===== src/verilog/wt_cache_pkg.sv =====
package wt_cache_pkg;

   // processor side, word addressed
   localparam int fe_addr_w = 30;
   localparam int fe_data_w = 32;
   localparam int fe_nbytes = fe_data_w / 8;

   // back-end side, byte addressed
   localparam int be_addr_w = 32;
   localparam int be_data_w = 64;
   localparam int be_nbytes = be_data_w / 8;

   localparam int buf_depth = 4;       // write-through buffer entries

   // one queued write, 66 bits
   typedef struct packed {
      logic [fe_addr_w-1:0] addr;     // word address
      logic [fe_data_w-1:0] wdata;
      logic [fe_nbytes-1:0] wstrb;
   } wt_entry_t;

endpackage

===== src/verilog/wt_req_if.sv =====
`timescale 1ns/1ps

interface wt_req_if;

   logic                    valid;
   logic                    ready;
   wt_cache_pkg::wt_entry_t entry;

   // producer side
   modport src
   (
      output valid,
      output entry,
      input  ready
   );

   // consumer side
   modport dst
   (
      input  valid,
      input  entry,
      output ready
   );

endinterface


===== src/verilog/wt_write_path.sv =====
`timescale 1ns/1ps

module wt_write_path
(
   input  logic                              clk,
   input  logic                              reset,

   // processor port
   input  logic                              req_valid,
   input  logic [wt_cache_pkg::fe_addr_w-1:0] req_addr,
   input  logic [wt_cache_pkg::fe_data_w-1:0] req_wdata,
   input  logic [wt_cache_pkg::fe_nbytes-1:0] req_wstrb,
   output logic                              req_ready,

   // back-end port
   output logic                              mem_valid,
   output logic [wt_cache_pkg::be_addr_w-1:0] mem_addr,
   output logic [wt_cache_pkg::be_data_w-1:0] mem_wdata,
   output logic [wt_cache_pkg::be_nbytes-1:0] mem_wstrb,
   input  logic                              mem_ready
);

   wt_req_if fe2buf ();
   wt_req_if buf2wc ();

   wt_front_end u_front
   (
      .clk       (clk),
      .reset     (reset),
      .req_valid (req_valid),
      .req_addr  (req_addr),
      .req_wdata (req_wdata),
      .req_wstrb (req_wstrb),
      .req_ready (req_ready),
      .out       (fe2buf)
   );

   wt_buffer #(
      .depth (wt_cache_pkg::buf_depth)
   ) u_buf
   (
      .clk   (clk),
      .reset (reset),
      .in    (fe2buf),
      .out   (buf2wc)
   );

   write_channel_native u_wc
   (
      .clk       (clk),
      .reset     (reset),
      .in        (buf2wc),
      .mem_valid (mem_valid),
      .mem_addr  (mem_addr),
      .mem_wdata (mem_wdata),
      .mem_wstrb (mem_wstrb),
      .mem_ready (mem_ready)
   );

endmodule


===== src/verilog/write_channel_native.sv =====
`timescale 1ns/1ps

module write_channel_native
(
   input  logic                              clk,
   input  logic                              reset,

   wt_req_if.dst                             in,

   output logic                              mem_valid,
   output logic [wt_cache_pkg::be_addr_w-1:0] mem_addr,
   output logic [wt_cache_pkg::be_data_w-1:0] mem_wdata,
   output logic [wt_cache_pkg::be_nbytes-1:0] mem_wstrb,
   input  logic                              mem_ready
);

   typedef enum logic
   {
      st_idle  = 1'b0,
      st_write = 1'b1
   } state_t;

   state_t                  state;
   wt_cache_pkg::wt_entry_t cur;
   logic                    load;
   logic                    word_sel;

   // take a new entry when idle, or as the current one completes
   assign in.ready = (state == st_idle) | mem_ready;
   assign load     = in.valid & in.ready;

   always_ff @(posedge clk or posedge reset)
   begin
      if (reset)
      begin
         state <= st_idle;
      end
      else
      begin
         case (state)
            st_idle:
            begin
               if (in.valid)
                  state <= st_write;
            end
            st_write:
            begin
               if (mem_ready & ~in.valid)
                  state <= st_idle;        // done, nothing queued
            end
            default:
               state <= st_idle;
         endcase
      end
   end

   always_ff @(posedge clk)
   begin
      if (load)
         cur <= in.entry;
   end

   assign mem_valid = (state == st_write);

   // odd word goes to the upper half of the 64-bit word
   assign word_sel  = cur.addr[0];
   assign mem_addr  = {cur.addr[wt_cache_pkg::fe_addr_w-1:1], 3'b000};
   assign mem_wdata = word_sel ? {cur.wdata, {wt_cache_pkg::fe_data_w{1'b0}}}
                               : {{wt_cache_pkg::fe_data_w{1'b0}}, cur.wdata};

   always_comb
   begin
      mem_wstrb = '0;
      if (mem_valid)
      begin
         if (word_sel)
            mem_wstrb = {cur.wstrb, {wt_cache_pkg::fe_nbytes{1'b0}}};
         else
            mem_wstrb = {{wt_cache_pkg::fe_nbytes{1'b0}}, cur.wstrb};
      end
   end

endmodule


===== src/verilog/wt_buffer.sv =====
`timescale 1ns/1ps

module wt_buffer
#(
   parameter int depth = wt_cache_pkg::buf_depth
)
(
   input  logic  clk,
   input  logic  reset,

   wt_req_if.dst in,
   wt_req_if.src out
);

   localparam int               ptr_w    = (depth > 1) ? $clog2(depth) : 1;
   localparam int               cnt_w    = $clog2(depth + 1);
   localparam logic [ptr_w-1:0] last_ptr = ptr_w'(depth - 1);
   localparam logic [cnt_w-1:0] full_cnt = cnt_w'(depth);

   wt_cache_pkg::wt_entry_t mem [depth];
   logic [ptr_w-1:0]        wr_ptr;
   logic [ptr_w-1:0]        rd_ptr;
   logic [cnt_w-1:0]        count;
   logic                    push;
   logic                    pop;

   // wraps for any depth, not only powers of two
   function automatic logic [ptr_w-1:0] next_ptr(input logic [ptr_w-1:0] p);
      if (p == last_ptr)
         return '0;
      else
         return p + 1'b1;
   endfunction

   assign in.ready  = (count != full_cnt);
   assign out.valid = (count != '0);
   assign out.entry = mem[rd_ptr];        // head entry

   assign push = in.valid & in.ready;
   assign pop  = out.valid & out.ready;

   always_ff @(posedge clk or posedge reset)
   begin
      if (reset)
      begin
         wr_ptr <= '0;
         rd_ptr <= '0;
         count  <= '0;
      end
      else
      begin
         if (push)
            wr_ptr <= next_ptr(wr_ptr);
         if (pop)
            rd_ptr <= next_ptr(rd_ptr);
         case ({push, pop})
            2'b10:   count <= count + 1'b1;
            2'b01:   count <= count - 1'b1;
            default: count <= count;       // idle or push+pop
         endcase
      end
   end

   always_ff @(posedge clk)
   begin
      if (push)
         mem[wr_ptr] <= in.entry;
   end

endmodule


===== src/verilog/wt_front_end.sv =====
`timescale 1ns/1ps

module wt_front_end
(
   input  logic                              clk,
   input  logic                              reset,

   input  logic                              req_valid,
   input  logic [wt_cache_pkg::fe_addr_w-1:0] req_addr,
   input  logic [wt_cache_pkg::fe_data_w-1:0] req_wdata,
   input  logic [wt_cache_pkg::fe_nbytes-1:0] req_wstrb,
   output logic                              req_ready,

   wt_req_if.src                             out
);

   logic                    slot_valid;
   wt_cache_pkg::wt_entry_t slot_entry;
   logic                    accept;
   logic                    is_write;

   // slot free now or draining this cycle
   assign req_ready = ~slot_valid | out.ready;
   assign accept    = req_valid & req_ready;
   assign is_write  = |req_wstrb;          // zero strobe means read

   always_ff @(posedge clk or posedge reset)
   begin
      if (reset)
      begin
         slot_valid <= 1'b0;
      end
      else if (accept & is_write)
      begin
         slot_valid <= 1'b1;
      end
      else if (out.ready)
      begin
         slot_valid <= 1'b0;                // drained, nothing new
      end
   end

   always_ff @(posedge clk)
   begin
      if (accept & is_write)
      begin
         slot_entry.addr  <= req_addr;
         slot_entry.wdata <= req_wdata;
         slot_entry.wstrb <= req_wstrb;
      end
   end

   assign out.valid = slot_valid;
   assign out.entry = slot_entry;

endmodule


===== config.mk =====
export PLATFORM = sky130hd
export DESIGN_NAME = wt_write_path
export DESIGN_NICKNAME = d
export VERILOG_FILES = /design/src/verilog/wt_cache_pkg.sv /design/src/verilog/wt_req_if.sv /design/src/verilog/wt_write_path.sv /design/src/verilog/write_channel_native.sv /design/src/verilog/wt_buffer.sv /design/src/verilog/wt_front_end.sv
export SDC_FILE = /design/constraint.sdc
export NUM_CORES = 1
export LEC_CHECK = 0
export ABC_CLOCK_PERIOD_IN_PS = 5860
export BUFFER_PORTS_ARGS = -buffer_cell sky130_fd_sc_hd__buf_2
export CAP_MARGIN = 20
export CORE_MARGIN = 2
export CORE_UTILIZATION = 52
export DETAILED_ROUTE_END_ITERATION = 10
export PLACE_DENSITY = 0.72
export SETUP_SLACK_MARGIN = 0.02
export SKIP_CTS_REPAIR_TIMING = 1
export SYNTH_ARGS = -nofsm -noshare
export SYNTH_HDL_FRONTEND = slang
export SYNTH_HIERARCHICAL = 1
export SYNTH_SLANG_ARGS = --single-unit

===== constraint.sdc =====
create_clock -name clk -period 5.86 [get_ports clk]
set_input_delay 0.293 -clock clk [delete_from_list [all_inputs] [get_ports clk]]
set_output_delay 0.293 -clock clk [all_outputs]
set_load 0.03 [all_outputs]

==> metrics <==
data required time of the worst path=6010 ps; final cell count without fillers=1280; met1 track demand over resource=23.16%; post-detailed-route count of antenna-violating nets=0; number of buffer and inverter instances along the worst setup path=1; height of the chip=172.7 µm; critical path depth=4; drt initial violations=502; starting utilization of the core area=52.97%; average wire length per cell after detail routing=19.60 µm; Final #Nets=950; synth warn=6; worst hold slack=24.96 ps; power density over the cells=538.8 nW/µm²; Max Clock Skew=15.98 ps; clock transition time at the flip-flop clock pins of the worst setup and hold paths=60 ps; slowest cell delay on critical path=850 ps; number of enable flip-flop cells after synthesis=396; number of CTS-inserted buffers=39; depth of the most critical reg-to-reg path=4; PnR Total Power=9.554 mW; root buffer cell=sky130_fd_sc_hd__clkbuf_16; num ports=176; PortBufs=172; multi-input gate area in the final layout=2297 µm²; final hold vios=0; part of the Yosys area used for sequential elements=81.88%; number of cells after detailed placement=1144; fraction of the core area covered by cells at the end of the flow=63.48%; initial antenna violation count=0; async set or reset register ratio after synthesis=2.222%; first-pass GRT wire length=37450 µm; synthesized area=14800 µm²; clock tree from TritonCTS=built; cells along the critical path=or3b_4 > nand2b_1 > nor2b_4 > buf_4; die area=29820 µm²; count of antenna diodes in the layout=0; Max H-tree Level=2; pin count of the biggest net entering global routing=71; Critical Path Source Type=flop; M3 GR Usage=3.496%; cell count of the worst hold path=1; met2 Usage GRT=26.66%; Max transition margin=27.89%; clock latency at the later pin of the worst-skew pair=520 ps; family with the most delay on the worst path=simple AND/OR/NAND/NOR gates; Cells after Synth=643; Most Used Layer, Global Route=met2; Vias per Instance=5.145; Storage cell area=12120 µm²; pins over their slew limit=0; actual slew at the worst max-slew pin=1082 ps; buffer depth of the longest clock path=3; status=complete, no violations; fill cell instance count of the final layout=1926; path type of the worst min-delay path=in2reg; Critical Path Fanout Max=34; core area=27930 µm²; global-route total usage across every layer=16.46%; Num Clock Sinks=405; DRT Pass-1 Iters=4; residual DRC count=0; crit path time final=2648 ps; unrepaired setup endpoints after global routing=false; number of global-route vias before repair=6690; Mapped Avg Cell Area=23.01 µm²; count of cell types in the netlist=29; leakage=6.289 nW; data arrival at the endpoint of the critical path=2800 ps; critical setup path kind=reg2reg; HPWL reported at the end of detailed placement=14110 µm; maximum clock frequency=377.6 MHz; Max Cap Violations=0; crit path capture type=flop; final worst-path cycle share=45.19%; setup violators final=0; synthesis-to-layout area growth=19.83%; register bit total from synthesis=405; overflow left after global routing=0; total negative slack for setup checks=0 ps; worst-case vdd ir drop=0.4856 mV; DR vias=6586; final routed wirelength across all metal layers=25090 µm; final weighted congestion in routability-driven placement=0.7416; width of the chip=172.7 µm; standard-cell rows=61; commonest register cell after synthesis=sky130_fd_sc_hd__edfxtp_1; share of layout cells above drive strength 1=35.25%; Worst path slowest cell=sky130_fd_sc_hd__nor2b_4
## stage by stage
step | worst slack, ps | instance area (µm²)
2_1_floorplan | 1421 | 14810
3_3_place_gp | 3252 | 15820
3_5_place_dp | 3168 | 15820
4_1_cts | 3171 | 17070
5_1_grt | 3056 | 17730
6_report | 3212 | 17730
## layout make-up
class	instances	share of cell area [%]
clock buffer	42	5.807
sequential	405	68.37
clock inverter	28	1.277
multi-input combinational	176	12.96
inverter	10	0.2117
timing repair buffer	241	8.707
tap	378	2.667
## registers in the layout, indices dropped and copies added, names as in the netlist
register,cells
u_buf/wr_ptr,2
u_wc/mem_valid,1
u_buf/rd_ptr,2
u_buf/mem,264
u_wc/mem_addr,29
u_buf/count,3
u_front/out.valid,1
u_wc/cur,37
u_front/out.entry,66
## path summary, 6_finish.rpt
kind                                                start                               to  slack [ps]
max reg2reg                    u_buf/count[2]$_DFFE_PP0P_  u_front/out.entry[32]$_DFFE_PP_        3210
max                            u_buf/count[2]$_DFFE_PP0P_  u_front/out.entry[32]$_DFFE_PP_        3210
max in group asynchronous                           reset      u_buf/rd_ptr[0]$_DFFE_PP0P_        5320
min reg2reg                u_front/out.entry[4]$_DFFE_PP_        u_buf/mem[2][4]$_DFFE_PP_         500
min in group asynchronous                           reset         u_wc/mem_valid$_DFF_PP0_         170
min                                          req_wdata[9]  u_front/out.entry[13]$_DFFE_PP_          20
## power breakdown
group | switching, mW | internal [mW] | total, mW
Sequential | 0.451 | 4.16 | 4.61
Combinational | 1.54 | 0.991 | 2.53
Clock | 1.00 | 1.41 | 2.41
Total | 2.99 | 6.56 | 9.55
## cells by family (layout without fill, tap and decap cells)
| kind of cell | Yosys count | in the layout | share of synthesized area (%) |
|---|---|---|---|
| compound gates | 1 | 1 | 0.1099 |
| xor+xnor | 3 | 3 | 0.1776 |
| fa+ha+maj | 7 | 7 | 0.6426 |
| buf+inv | 64 | 321 | 2.816 |
| flops | 405 | 405 | 81.88 |
| mux | 71 | 71 | 10.47 |
| other cells | 1 | 3 | 0.02534 |
| simple gates | 91 | 91 | 3.881 |
## layout by cell type, fill, tap and decap left out, types with 6 or more instances in the layout
cell / n
sky130_fd_sc_hd__and2_1: 35
sky130_fd_sc_hd__buf_2: 172
sky130_fd_sc_hd__clkinv_1: 8
sky130_fd_sc_hd__dfrtp_1: 7
sky130_fd_sc_hd__nor2b_1: 26
sky130_fd_sc_hd__inv_1: 10
sky130_fd_sc_hd__clkbuf_16: 41
sky130_fd_sc_hd__clkinv_2: 10
sky130_fd_sc_hd__ha_1: 6
sky130_fd_sc_hd__edfxtp_1: 396
sky130_fd_sc_hd__and2b_1: 7
sky130_fd_sc_hd__mux4_2: 66
sky130_fd_sc_hd__dlygate4sd3_1: 66
## synthesized netlist by cell type (4+ instances only)
master,count,area [µm²]
sky130_fd_sc_hd__and2b_1,7,52.55
sky130_fd_sc_hd__nor2b_1,27,168.9
sky130_fd_sc_hd__and2_1,36,225.2
sky130_fd_sc_hd__buf_2,11,55.05
sky130_fd_sc_hd__inv_1,10,37.54
sky130_fd_sc_hd__and3_2,4,30.03
sky130_fd_sc_hd__and3_1,4,25.02
sky130_fd_sc_hd__nor2_1,4,15.01
sky130_fd_sc_hd__buf_6,4,45.04
sky130_fd_sc_hd__buf_4,35,262.8
sky130_fd_sc_hd__edfxtp_1,396,11890
sky130_fd_sc_hd__dfrtp_1,9,225.2
sky130_fd_sc_hd__mux4_2,66,1486
sky130_fd_sc_hd__ha_1,6,75.07
## per-layer routing
metal  up-vias  wire, µm
met2       237     12090
met5         -         0
li1       2984         -
met1      3321     10970
met4         0       466
met3        44      1568
Note: power is estimated with default switching activity, not from simulation.
